===== src/hw/fetch_consts.svh =====
// Shared widths and limits of the instruction prefetcher, included by packages and RTL
`ifndef FETCH_CONSTS_SVH
`define FETCH_CONSTS_SVH

// Bus and CPU widths
`define FETCH_ADDR_W          32
`define FETCH_BUS_W           64
`define FETCH_INSN_W          32
`define FETCH_INSNS_PER_WORD  2
// Byte offset bits within one bus word
`define FETCH_WORD_LSB        3

// Words requested but not yet consumed
`define FETCH_LIMIT           8
// FIFO index width, log2 of FETCH_LIMIT
`define FETCH_LGFIFO          3
// In-flight read counter width
`define FETCH_LGDEPTH         5

// Unprivileged, secure, instruction access
`define FETCH_ARPROT          3'b100

`endif


===== src/hw/axil_pkg.sv =====
// Bus-side types of the AXI-lite read channels, shared by the prefetcher and its bus model
`include "fetch_consts.svh"

package axil_pkg;

	//////////////////////////////
	// Read address channel
	//////////////////////////////

	typedef struct packed {
		logic [`FETCH_ADDR_W-1:0] addr;
		// Protection bits, constant per fetch
		logic [2:0]               prot;
	} ar_req_t;

	//////////////////////////////
	// Read data channel
	//////////////////////////////

	typedef struct packed {
		// Raw bus word, lanes in bus byte order
		logic [`FETCH_BUS_W-1:0]  data;
		// OKAY 00, SLVERR 10, DECERR 11
		logic [1:0]               resp;
	} r_resp_t;

endpackage


===== src/hw/fetch_pkg.sv =====
// CPU-side and internal types of the prefetcher: output bundle, FIFO entry, FSM states
`include "fetch_consts.svh"

package fetch_pkg;

	// Instruction handed to the CPU
	typedef struct packed {
		logic [`FETCH_INSN_W-1:0] insn;
		logic [`FETCH_ADDR_W-1:0] pc;
		logic                     illegal;
	} fetch_out_t;

	// One buffered bus word, already swapped
	typedef struct packed {
		logic [`FETCH_BUS_W-1:0]  data;
		logic                     err;
	} fifo_word_t;

	// Request controller states
	typedef enum logic [1:0] {
		IDLE  = 2'd0,
		FETCH = 2'd1,
		HALT  = 2'd2
	} ctrl_state_t;

endpackage


===== src/hw/fetch_ctrl.sv =====
// Read request FSM of the prefetcher: decides when to issue and which address to fetch
`timescale 1ns/1ps
`include "fetch_consts.svh"

module fetch_ctrl (
	input  logic                     S_AXI_ACLK,
	input  logic                     fifo_reset,
	input  logic                     i_new_pc,
	input  logic [`FETCH_ADDR_W-1:0] i_pc,
	input  logic                     i_arready,
	input  logic                     i_throttle,
	input  logic                     i_halt_req,
	output logic                     o_arvalid,
	output axil_pkg::ar_req_t        o_ar,
	output fetch_pkg::ctrl_state_t   o_state,
	output logic                     o_pending_pc
);
	import fetch_pkg::*;

	ctrl_state_t              state;
	logic [`FETCH_ADDR_W-1:0] req_addr;
	logic [`FETCH_ADDR_W-1:0] pending_addr;
	logic                     ar_open;
	logic                     issue;

	// Channel free to take a new request
	assign ar_open = !o_arvalid || i_arready;
	// Redirects always issue; otherwise only once started and not halting
	assign issue = !i_throttle
		&& (i_new_pc || o_pending_pc || (state != IDLE && !i_halt_req));

	//////////////////////////////
	// State
	//////////////////////////////

	always_ff @(posedge S_AXI_ACLK)
	begin
		if (fifo_reset)
			state <= IDLE;
		else if (i_new_pc)
			state <= FETCH;
		else if (state == FETCH && i_halt_req)
			state <= HALT;
	end

	//////////////////////////////
	// Request valid
	//////////////////////////////

	always_ff @(posedge S_AXI_ACLK)
	begin
		if (fifo_reset)
			o_arvalid <= 1'b0;
		else if (ar_open)
			o_arvalid <= issue;
	end

	// Redirect that arrived while a request was stalled
	always_ff @(posedge S_AXI_ACLK)
	begin
		if (fifo_reset || ar_open)
			o_pending_pc <= 1'b0;
		else if (i_new_pc)
			o_pending_pc <= 1'b1;
	end

	always_ff @(posedge S_AXI_ACLK)
	begin
		if (i_new_pc)
			pending_addr <= i_pc;
	end

	//////////////////////////////
	// Request address
	//////////////////////////////

	// Holds the next address to ask for once the channel opens
	always_ff @(posedge S_AXI_ACLK)
	begin
		if (ar_open)
		begin
			if (i_new_pc)
				req_addr <= i_pc;
			else if (o_pending_pc)
				req_addr <= pending_addr;
			else if (o_arvalid)
			begin
				// Next bus word, always aligned
				req_addr[`FETCH_ADDR_W-1:`FETCH_WORD_LSB]
					<= req_addr[`FETCH_ADDR_W-1:`FETCH_WORD_LSB] + 1'b1;
				req_addr[`FETCH_WORD_LSB-1:0] <= '0;
			end
		end
	end

	assign o_ar    = '{addr: req_addr, prot: `FETCH_ARPROT};
	assign o_state = state;

endmodule


===== src/hw/fetch_counters.sv =====
// Bookkeeping of the prefetcher: in-flight reads, buffered words, flush count, throttle
`timescale 1ns/1ps
`include "fetch_consts.svh"

module fetch_counters (
	input  logic                   S_AXI_ACLK,
	input  logic                   fifo_reset,
	input  logic                   i_new_pc,
	input  logic                   i_arvalid,
	input  logic                   i_arready,
	input  logic                   i_rvalid,
	input  logic                   i_pop,
	input  logic                   i_held_words,
	input  logic                   i_pending_pc,
	input  fetch_pkg::ctrl_state_t i_state,
	output logic                   o_throttle,
	output logic                   o_flushing
);
	import fetch_pkg::*;

	localparam int unsigned CW = `FETCH_LGDEPTH + 1;
	localparam int unsigned FW = `FETCH_LGFIFO + 1;

	logic          ar_xfer;
	logic [CW-1:0] outstanding;
	logic [CW-1:0] next_outstanding;
	logic [CW-1:0] flush_count;
	logic [CW-1:0] new_flush_count;
	logic          full_bus;
	logic [FW-1:0] fill;
	logic [FW:0]   demand;

	assign ar_xfer = i_arvalid && i_arready;

	//////////////////////////////
	// In-flight reads
	//////////////////////////////

	always_comb
	begin
		next_outstanding = outstanding + CW'(ar_xfer) - CW'(i_rvalid);
	end

	// Survives a redirect, the bus still owes these
	always_ff @(posedge S_AXI_ACLK)
	begin
		if (fifo_reset)
		begin
			outstanding <= '0;
			full_bus    <= 1'b0;
		end
		else
		begin
			outstanding <= next_outstanding;
			full_bus    <= next_outstanding >= CW'((1 << `FETCH_LGDEPTH) - 1);
		end
	end

	//////////////////////////////
	// Words requested, not popped
	//////////////////////////////

	// Stale stalled request is not counted
	always_ff @(posedge S_AXI_ACLK)
	begin
		if (fifo_reset || i_new_pc)
			fill <= '0;
		else
			fill <= fill + FW'(ar_xfer && !i_pending_pc) - FW'(i_pop);
	end

	//////////////////////////////
	// Flush
	//////////////////////////////

	// Owed responses, plus the open request, minus one landing now
	assign new_flush_count = outstanding + CW'(i_arvalid) - CW'(i_rvalid);

	always_ff @(posedge S_AXI_ACLK)
	begin
		if (fifo_reset)
		begin
			flush_count <= '0;
			o_flushing  <= 1'b0;
		end
		else if (i_new_pc)
		begin
			flush_count <= new_flush_count;
			o_flushing  <= new_flush_count != '0;
		end
		else if (i_rvalid && o_flushing)
		begin
			flush_count <= flush_count - 1'b1;
			o_flushing  <= flush_count > CW'(1);
		end
	end

	// Buffered, about to transfer, and held at the output
	assign demand = (FW + 1)'(fill) + (FW + 1)'(i_arvalid) + (FW + 1)'(i_held_words);

	// A halted stream stays throttled until redirected
	assign o_throttle = (demand >= (FW + 1)'(`FETCH_LIMIT))
		|| full_bus
		|| (i_state == HALT && !i_new_pc);

endmodule


===== src/hw/word_fifo.sv =====
// Synchronous FIFO of swapped bus words between the read channel and the unpacker
`timescale 1ns/1ps
`include "fetch_consts.svh"

module word_fifo (
	input  logic                  S_AXI_ACLK,
	input  logic                  fifo_reset,
	input  logic                  i_clear,
	input  logic                  i_wr,
	input  fetch_pkg::fifo_word_t i_data,
	input  logic                  i_rd,
	output fetch_pkg::fifo_word_t o_data,
	output logic                  o_empty
);
	import fetch_pkg::*;

	fifo_word_t              mem [0:`FETCH_LIMIT-1];
	// Extra top bit tells full from empty
	logic [`FETCH_LGFIFO:0]  wr_ptr;
	logic [`FETCH_LGFIFO:0]  rd_ptr;

	always_ff @(posedge S_AXI_ACLK)
	begin
		if (i_wr)
			mem[wr_ptr[`FETCH_LGFIFO-1:0]] <= i_data;
	end

	always_ff @(posedge S_AXI_ACLK)
	begin
		if (fifo_reset || i_clear)
		begin
			wr_ptr <= '0;
			rd_ptr <= '0;
		end
		else
		begin
			if (i_wr)
				wr_ptr <= wr_ptr + 1'b1;
			if (i_rd && !o_empty)
				rd_ptr <= rd_ptr + 1'b1;
		end
	end

	// Head word shows without a read cycle
	assign o_data  = mem[rd_ptr[`FETCH_LGFIFO-1:0]];
	assign o_empty = wr_ptr == rd_ptr;

endmodule


===== src/hw/insn_unpack.sv =====
// Output stage of the prefetcher: splits bus words into instructions for the CPU handshake
`timescale 1ns/1ps
`include "fetch_consts.svh"

module insn_unpack (
	input  logic                     S_AXI_ACLK,
	input  logic                     fifo_reset,
	input  logic                     i_new_pc,
	input  logic [`FETCH_ADDR_W-1:0] i_pc,
	input  fetch_pkg::fifo_word_t    i_word,
	input  logic                     i_empty,
	input  logic                     i_ready,
	output logic                     o_rd,
	output logic                     o_valid,
	output fetch_pkg::fetch_out_t    o_fetch,
	output logic                     o_held_words
);
	logic                     want_word;
	logic                     shift;
	logic [1:0]               out_fill;
	logic [`FETCH_BUS_W-1:0]  out_data;
	logic [`FETCH_ADDR_W-1:0] out_pc;
	logic                     illegal;

	// Empty, or last instruction leaving; frozen once illegal
	assign want_word = !illegal && (!o_valid || (i_ready && out_fill <= 2'd1));
	assign o_rd      = want_word && !i_empty;
	// Only a word entered cold can start mid-word
	assign shift     = !o_valid && out_pc[2];

	//////////////////////////////
	// Output fill
	//////////////////////////////

	always_ff @(posedge S_AXI_ACLK)
	begin
		if (fifo_reset || i_new_pc)
			out_fill <= '0;
		else if (want_word)
			out_fill <= i_empty ? 2'd0
				: 2'(`FETCH_INSNS_PER_WORD) - 2'(shift);
		else if (i_ready && out_fill != '0 && !illegal)
			out_fill <= out_fill - 1'b1;
	end

	assign o_valid = out_fill != '0;

	// Upper lane moves down as each instruction goes
	always_ff @(posedge S_AXI_ACLK)
	begin
		if (o_rd)
			out_data <= shift ? (i_word.data >> `FETCH_INSN_W) : i_word.data;
		else if (o_valid && i_ready && !illegal)
			out_data <= out_data >> `FETCH_INSN_W;
	end

	//////////////////////////////
	// PC and error
	//////////////////////////////

	always_ff @(posedge S_AXI_ACLK)
	begin
		if (i_new_pc)
			out_pc <= i_pc;
		else if (o_valid && i_ready && !illegal)
		begin
			out_pc[`FETCH_ADDR_W-1:2] <= out_pc[`FETCH_ADDR_W-1:2] + 1'b1;
			out_pc[1:0] <= 2'b00;
		end
	end

	// Sticky until redirect
	always_ff @(posedge S_AXI_ACLK)
	begin
		if (fifo_reset || i_new_pc)
			illegal <= 1'b0;
		else if (o_rd && !illegal)
			illegal <= i_word.err;
	end

	// Word still occupying the output next cycle
	assign o_held_words = o_valid && (!i_ready || out_fill > 2'd1 || illegal);

	assign o_fetch = '{
		insn:    out_data[`FETCH_INSN_W-1:0],
		pc:      out_pc,
		illegal: illegal
	};

endmodule


===== src/hw/axil_fetch.sv =====
// Top of the AXI-lite instruction prefetcher, instantiated between CPU and read-only bus
`timescale 1ns/1ps
`include "fetch_consts.svh"

module axil_fetch (
	input  logic                     S_AXI_ACLK,
	input  logic                     fifo_reset,
	input  logic                     i_new_pc,
	input  logic [`FETCH_ADDR_W-1:0] i_pc,
	input  logic                     i_ready,
	input  logic                     i_arready,
	input  logic                     i_rvalid,
	input  axil_pkg::r_resp_t        i_r,
	output logic                     o_valid,
	output fetch_pkg::fetch_out_t    o_fetch,
	output logic                     o_arvalid,
	output axil_pkg::ar_req_t        o_ar,
	output logic                     o_rready
);
	import fetch_pkg::*;

	ctrl_state_t             state;
	logic                    throttle;
	logic                    flushing;
	logic                    pending_pc;
	logic                    held_words;
	logic                    fifo_wr;
	logic                    fifo_rd;
	logic                    fifo_empty;
	fifo_word_t              fifo_in;
	fifo_word_t              fifo_out;
	logic [`FETCH_BUS_W-1:0] swapped;

	// Big-endian instructions, reverse bytes in each 32-bit lane
	for (genvar lane = 0; lane < `FETCH_BUS_W / 32; lane++)
	begin : g_lane
		for (genvar b = 0; b < 4; b++)
		begin : g_byte
			assign swapped[lane * 32 + (3 - b) * 8 +: 8] = i_r.data[lane * 32 + b * 8 +: 8];
		end
	end

	assign o_rready = 1'b1;
	// Stale responses are dropped while flushing
	assign fifo_wr  = i_rvalid && !flushing;
	assign fifo_in  = '{data: swapped, err: i_r.resp[1]};

	fetch_ctrl fetch_ctrl_inst (
		.S_AXI_ACLK   (S_AXI_ACLK),
		.fifo_reset   (fifo_reset),
		.i_new_pc     (i_new_pc),
		.i_pc         (i_pc),
		.i_arready    (i_arready),
		.i_throttle   (throttle),
		.i_halt_req   (o_fetch.illegal),
		.o_arvalid    (o_arvalid),
		.o_ar         (o_ar),
		.o_state      (state),
		.o_pending_pc (pending_pc)
	);

	fetch_counters fetch_counters_inst (
		.S_AXI_ACLK   (S_AXI_ACLK),
		.fifo_reset   (fifo_reset),
		.i_new_pc     (i_new_pc),
		.i_arvalid    (o_arvalid),
		.i_arready    (i_arready),
		.i_rvalid     (i_rvalid),
		.i_pop        (fifo_rd),
		.i_held_words (held_words),
		.i_pending_pc (pending_pc),
		.i_state      (state),
		.o_throttle   (throttle),
		.o_flushing   (flushing)
	);

	word_fifo word_fifo_inst (
		.S_AXI_ACLK (S_AXI_ACLK),
		.fifo_reset (fifo_reset),
		.i_clear    (i_new_pc),
		.i_wr       (fifo_wr),
		.i_data     (fifo_in),
		.i_rd       (fifo_rd),
		.o_data     (fifo_out),
		.o_empty    (fifo_empty)
	);

	insn_unpack insn_unpack_inst (
		.S_AXI_ACLK   (S_AXI_ACLK),
		.fifo_reset   (fifo_reset),
		.i_new_pc     (i_new_pc),
		.i_pc         (i_pc),
		.i_word       (fifo_out),
		.i_empty      (fifo_empty),
		.i_ready      (i_ready),
		.o_rd         (fifo_rd),
		.o_valid      (o_valid),
		.o_fetch      (o_fetch),
		.o_held_words (held_words)
	);

endmodule


===== config.mk =====
export PLATFORM = sky130hd
export DESIGN_NAME = axil_fetch
export DESIGN_NICKNAME = d
export VERILOG_FILES = /design/src/hw/axil_pkg.sv /design/src/hw/fetch_pkg.sv /design/src/hw/fetch_ctrl.sv /design/src/hw/fetch_counters.sv /design/src/hw/word_fifo.sv /design/src/hw/insn_unpack.sv /design/src/hw/axil_fetch.sv
export VERILOG_INCLUDE_DIRS = /design/src /design/src/hw
export SDC_FILE = /design/constraint.sdc
export NUM_CORES = 1
export LEC_CHECK = 0
export ABC_CLOCK_PERIOD_IN_PS = 16000
export BUFFER_PORTS_ARGS = -buffer_cell sky130_fd_sc_hd__buf_4
export CORE_UTILIZATION = 31
export DETAILED_ROUTE_END_ITERATION = 6
export SETUP_SLACK_MARGIN = 0.2
export SYNTH_ARGS = -nofsm -noshare
export SYNTH_HDL_FRONTEND = slang
export SYNTH_SLANG_ARGS = --single-unit

===== constraint.sdc =====
create_clock -name S_AXI_ACLK -period 16 [get_ports S_AXI_ACLK]
set_input_delay 0.8 -clock S_AXI_ACLK [delete_from_list [all_inputs] [get_ports S_AXI_ACLK]]
set_output_delay 0.8 -clock S_AXI_ACLK [all_outputs]
set_load 0.01 [all_outputs]

### Word level (Yosys, flattened, before mapping)

Memories as Yosys holds them, arrays and structs flattened. A register that Yosys moved wholly into a read port is not among the register bits.
Cells that the tools add are included.

| storage, ports and cells | value |
|---|---|
| bits in registers | 193 |
| RAM bits | 520 |
| memories | 1 |
| output and inout bits | 103 |

Memory list:

| name | words | bits a word | rd ports | clocked after memory_dff | wr ports | line | text |
|---|---|---|---|---|---|---|---|
| word_fifo_inst.mem | 8 | 65 | 1 | 1 | 1 | word_fifo.sv:17 | `` fifo_word_t mem [0:`FETCH_LIMIT-1]; `` |

| cells by class | value |
|---|---|
| eq/ne operators | 3 |
| add/subtract/negate cells | 15 |
| multiplexer cells | 21 |
| magnitude comparators | 5 |
| reduce and logical (&&, ||, !) cells | 47 |

Operator list:

| cell | number |
|---|---|
| 2-to-1 mux 64 bit | 3 |
| 2-to-1 mux 32 bit | 5 |
| adder 30 x 1 -> 30 bit, second input constant | 1 |
| adder 29 x 1 -> 29 bit, second input constant | 1 |
| logical AND 1 bit | 17 |
| nonzero test 2 bit | 7 |
| adder 6 x 1 -> 6 bit | 2 |
| 2-to-1 mux 6 bit | 2 |
| subtractor 6 x 1 -> 6 bit | 2 |
| logical OR 1 bit | 10 |
| logical NOT 1 bit | 9 |
| adder 4 x 1 -> 4 bit, second input constant | 2 |
| greater-or-equal comparator 6 x 5 -> 1 bit, second input constant | 1 |
| > comparator 6 x 1 -> 1 bit, second input constant | 1 |
| 2-to-1 mux 1 bit | 6 |
| 2-to-1 mux 2 bit | 3 |
| 2-to-1 mux 3 bit | 2 |
| nonzero test 6 bit | 1 |
| subtractor 6 x 1 -> 6 bit, second input constant | 1 |
| adder 4 x 1 -> 5 bit | 1 |
| adder 5 x 1 -> 5 bit | 1 |
| greater-or-equal comparator 5 x 4 -> 1 bit, second input constant | 1 |
| adder 4 x 1 -> 4 bit | 1 |
| equality test 4 bit | 1 |
| 10 further kinds | 10 |

### Logic depth before layout (Yosys ltp)

| logic depth | value |
|---|---|
| depth after elaboration | 10 |
| gate-level depth with buffers | 14 |
| mapped depth without buffers | 13 |

### Modules after synthesis

From an unflattened synthesis, not the netlist that was laid out.

| unflattened totals | value |
|---|---|
| cells, all modules | 1,668 |
| area, all modules | 29,879.9 µm² |

Modules (own cells, without submodules):

| module | cells an instance | area an instance (µm²) | times used | seq. area each (µm²) |
|---|---|---|---|---|
| word_fifo | 813 | 20,030.5 | 1 | 15,835.2 |
| insn_unpack | 432 | 5,280.1 | 1 | 2,942.8 |
| fetch_ctrl | 271 | 3,254.4 | 1 | 2,001.9 |
| fetch_counters | 149 | 1,290.0 | 1 | 360.3 |
| axil_fetch | 3 | 25.0 | 1 | 0.0 |

### Worst setup path after synthesis

No wires, ideal clock.

| timing | value |
|---|---|
| path type | input-to-reg |
| start point | input port i_rvalid |
| end point | memory word_fifo_inst.mem[0][0] (netlist name), enable pin |
| stages | 3 |
| buffers on the path | 0 |
| arrival | 5.656 ns |
| setup slack | 9.776 ns |
| setup time | 0.568 ns |
| path through | nor2b_1 -> nand2b_1 -> nor3_1 |

| between the ends | value |
|---|---|
| longest elaborated chain between the ends | 3 |

RTL lines:

| what | line | text |
|---|---|---|
| start, declared | axil_fetch.sv:12 | `input logic i_rvalid,` |
| logical AND 1 bit | axil_fetch.sv:45 | `assign fifo_wr = i_rvalid && !flushing;` |
| 2-to-1 mux 1 bit | word_fifo.sv:24 | `if (i_wr)` |
| 2-to-1 mux 1 bit | word_fifo.sv:25 | `` mem[wr_ptr[`FETCH_LGFIFO-1:0]] <= i_data; `` |
| end, declared | word_fifo.sv:17 |  |

Every way passes these cells.

==> flow_summary.rst <==
.. list-table::
   :header-rows: 1

   * - Metric
     - Value
   * - Aggregate global-route resource usage
     - 14.6%
   * - Fraction of layout instances using a drive strength above 1
     - 27.7%
   * - Proportion of synthesized flip-flops having asynchronous set or reset
     - 0%
   * - Pin count of the biggest net entering global routing
     - 76
   * - Sort of element at the start of the critical path
     - register
   * - Vias per cell
     - between 4 and 5
   * - Number of cell rows
     - roughly 110
   * - Most frequent cell on the critical path
     - sky130_fd_sc_hd__buf_4
   * - Setup violations, final
     - 0
   * - Relative max-transition margin
     - 21.5%
   * - Placeable core region
     - about 0.094 mm²
   * - Port Buffers
     - 201
   * - Via total after detailed routing
     - 15600
   * - Setup repair bufs after CTS
     - 0
   * - Core occupancy in the finished layout
     - 37.0%
   * - Critical path type
     - register to register
   * - Global-route wire length before repair
     - 104000 µm
   * - P_leak
     - 11.3 nW
   * - Area of the multi-input gates
     - 0.00764 mm²
   * - Total wirelength of the detailed-routed design
     - 70600 µm
   * - Fill cell count
     - 8691
   * - Vertical die dimension
     - 310 µm
   * - Max-slew violation count
     - 0
   * - Clk root buf
     - sky130_fd_sc_hd__clkbuf_16
   * - Iteration-0 DRC count of the detailed router
     - approximately 1300
   * - Min Clock Period, post-route
     - approximately 3.6 ns
   * - Via count of the first global-routing pass
     - approximately 16000
   * - Power consumption
     - 4.46 mW
   * - Mean post-synth cell area
     - about 18 µm²
   * - Required time at the endpoint of the critical path
     - 16.30 ns
   * - Clock Sinks
     - 716
   * - Ports placed on the boundary
     - between 200 and 250
   * - Die footprint
     - between 0.09 and 0.1 mm²
   * - TritonCTS clock tree
     - yes
   * - Number of cells on the worst reg-to-reg path
     - 6
   * - Total negative slack
     - 0 ns
   * - Most common cell after layout, fill and taps aside
     - sky130_fd_sc_hd__edfxtp_1
   * - Commonest cells after routing, fill and taps aside
     - sky130_fd_sc_hd__edfxtp_1, sky130_fd_sc_hd__buf_4, sky130_fd_sc_hd__mux4_2, sky130_fd_sc_hd__nand2_1, sky130_fd_sc_hd__clkbuf_16
   * - DP HPWL
     - 40100 µm
   * - Remaining number of nets flagged by the antenna check after routing
     - 0
   * - Synthesis warning total
     - 0
   * - Pre-antenna DRT Iters
     - 5
   * - CP max stage delay
     - 0.79 ns
   * - Post-Syn Instances
     - between 1500 and 2000
   * - Final Instance Area
     - 0.0347 mm²
   * - Residual DRC count
     - 0
   * - Maximum operating frequency
     - 276 MHz
   * - Count of maximum capacitance violations
     - 0
   * - Post-route clock period utilization
     - 22.6%
   * - Num CTS Buffers
     - 77
   * - Worst reg-to-reg setup slack
     - 12.38 ns
   * - Register area
     - 0.0212 mm²
   * - WL/cell
     - 22.3 µm
   * - Count of flip-flops with a built-in enable after synthesis
     - 680
   * - Area post-placement
     - 0.0322 mm²
   * - Cell with the largest stage delay on the worst path
     - sky130_fd_sc_hd__buf_4
   * - Number of antenna violations at the first check in global routing
     - 8
   * - Endpoint of the lowest-slack register-to-register path
     - insn_unpack_inst.out_data[19]$_DFFE_PP_
   * - Peak fanout along the critical path
     - 40
   * - Aggregate global routing overflow
     - 0
   * - Placer Congestion
     - 0.794
   * - Synth Cell Area
     - 0.0295 mm²
   * - Initial standard-cell utilization of the core
     - 31.4%
   * - Cts-stage hold buffer count
     - 0
   * - Status
     - finished, final reports clean
   * - Distinct cell type count of the synthesized netlist
     - 59
   * - Maximum root-to-sink buffer count
     - 3
   * - Post-Route Skew
     - 0.0140 ns
   * - Clock latency reported for the late side of the worst-skew pair
     - approximately 0.62 ns
   * - Arrival time at the worst endpoint
     - 3.92 ns
   * - Hold/Removal Path Class
     - input pin to register
   * - CTS clock-pin slew for the worst setup and hold paths
     - 0.06 ns
   * - H-tree level count
     - 3
   * - Flip-flop cell with the highest count after synthesis
     - sky130_fd_sc_hd__edfxtp_1
   * - Resize count post-CTS
     - 0
   * - Post-synthesis register bit count
     - 716
   * - Slew at the pin closest to its max-slew limit
     - 1.17 ns
   * - Fraction of the yosys area taken by sequential cells
     - ~70%
   * - Critical path destination
     - insn_unpack_inst.out_data[19]$_DFFE_PP_
   * - Element type at the critical path end
     - register
   * - Largest vdd supply drop
     - approximately 0.10 mV
   * - Count of endpoints failing hold in the final timing report
     - 0
   * - Setup repair after global routing missed its margin
     - no
   * - Width of the die
     - 310 µm
   * - Area growth from synthesis to layout
     - 17.6%
   * - Net total in the final layout
     - 1990
   * - Total power per unit cell area
     - about 130 mW/mm²
   * - Cells traversed along the worst timing path
     - buf_4 -> buf_4 -> mux4_2 -> a22o_1 -> a221oi_2 -> o21ai_1
-- kinds of logic (layout without fill, tap and decap cells) --
kind of cell    count (synthesis)  in the layout  share of synthesized area (%)
compound gates                196            196                           5.07
xor+xnor                       77             77                           2.29
fa+ha+maj                      28             28                           1.29
buf+inv                       149            395                           2.65
flops                         716            716                           71.7
mux                           180            180                           11.6
other cells                     2              6                         0.0255
simple gates                  320            320                           5.29
-- routing by layer --
layer  track usage [%]  vias up  wire length (µm)
li1                  -     6971                 -
met1              18.6     8028             29600
met2              24.6      463             34400
met3              3.75      117              5120
met4              3.91       14              1470
met5                 0        -                89
-- stage by stage --
step                setup slack (ns)  std cells  hold slack [ns]
floorplan                       9.78       1670            0.454
global placement               12.09       3033            0.468
detailed placement             12.00       3033            0.487
CTS                            12.18       3170            0.324
global route                   12.00       3170            0.329
finish                         12.38       3172            0.367
-- worst min path at each step --
stage	cells past startpoint	from	slack, ns	to
after global routing	1	i_pc[12]	0.33	fetch_ctrl_inst.pending_addr[12]$_DFFE_PP_
final	1	i_pc[6]	0.37	fetch_ctrl_inst.pending_addr[6]$_DFFE_PP_
after floorplan	2	fetch_ctrl_inst.o_state[1]$_SDFFE_PP0P_	0.45	fetch_ctrl_inst.o_state[1]$_SDFFE_PP0P_
after detailed placement	2	fetch_ctrl_inst.o_state[0]$_SDFFE_PP0P_	0.49	fetch_ctrl_inst.o_state[0]$_SDFFE_PP0P_
after CTS	1	i_pc[12]	0.32	fetch_ctrl_inst.pending_addr[12]$_DFFE_PP_
after global placement	2	fetch_ctrl_inst.o_state[1]$_SDFFE_PP0P_	0.47	fetch_ctrl_inst.o_state[1]$_SDFFE_PP0P_
-- cell type report --
type,instances,area share (%)
sequential,716,61.0
multi-input combinational,805,22.0
clock buffer,89,5.84
timing repair buffer,229,4.96
tap,1254,4.53
clock inverter,48,1.28
inverter,29,0.321
antenna,2,0.0144
-- sequential cells by signal, summed over array words and instances (netlist names), 2 cells and up, named ones only --
| name | count |
|---|---|
| fetch_ctrl_inst.req_addr | 32 |
| word_fifo_inst.wr_ptr | 4 |
| insn_unpack_inst.out_fill | 2 |
| fetch_counters_inst.flush_count | 6 |
| insn_unpack_inst.out_data | 64 |
| word_fifo_inst.rd_ptr | 4 |
| word_fifo_inst.mem | 520 |
| insn_unpack_inst.out_pc | 32 |
| fetch_ctrl_inst.o_state | 2 |
| fetch_counters_inst.outstanding | 6 |
| fetch_ctrl_inst.pending_addr | 32 |
| fetch_counters_inst.fill | 4 |
-- cells in the mapped netlist, drive strengths merged, types with 4 or more instances --
master	n	area (µm²)
clkbuf	39	148
o221ai	4	35.0
mux2	4	45.0
a22o	29	254
or3	5	31.3
xnor2	25	219
edfxtp	680	20400
nor2b	10	62.6
inv	29	111
xor2	52	455
mux4	130	2930
dfxtp	36	721
nor3	12	60.1
and2	9	56.3
nor2	80	300
nand2	111	424
nor4	11	105
and3	10	62.6
a211oi	5	37.5
o211ai	14	105
mux2i	46	460
fa	4	80.1
and4	5	43.8
a21oi	21	105
ha	24	300
a221oi	30	438
or2	4	25.0
nand2b	9	56.3
o22ai	4	25.0
nand4	22	138
nand3	26	130
o21ai	71	355
a21o	7	52.6
buf	81	523
-- where the power goes --
part / leakage [nW] / switching (mW) / total, mW / internal [mW]
registers: 6.57 / 0.0616 / 2.22 / 2.16
logic: 3.56 / 0.288 / 0.506 / 0.218
clock network: 1.20 / 0.740 / 1.73 / 0.994
total: 11.3 / 1.09 / 4.46 / 3.37
-- worst max-delay path, delay by kind of cell (launching register included) --
kind	cells	cell delay, ns
multiplexers	1	0.62
flip-flops	1	0.65
AO/OA/AOI/OAI	3	0.59
buffers and inverters	2	1.42
No activity file was read; power rests on OpenSTA's default activity.
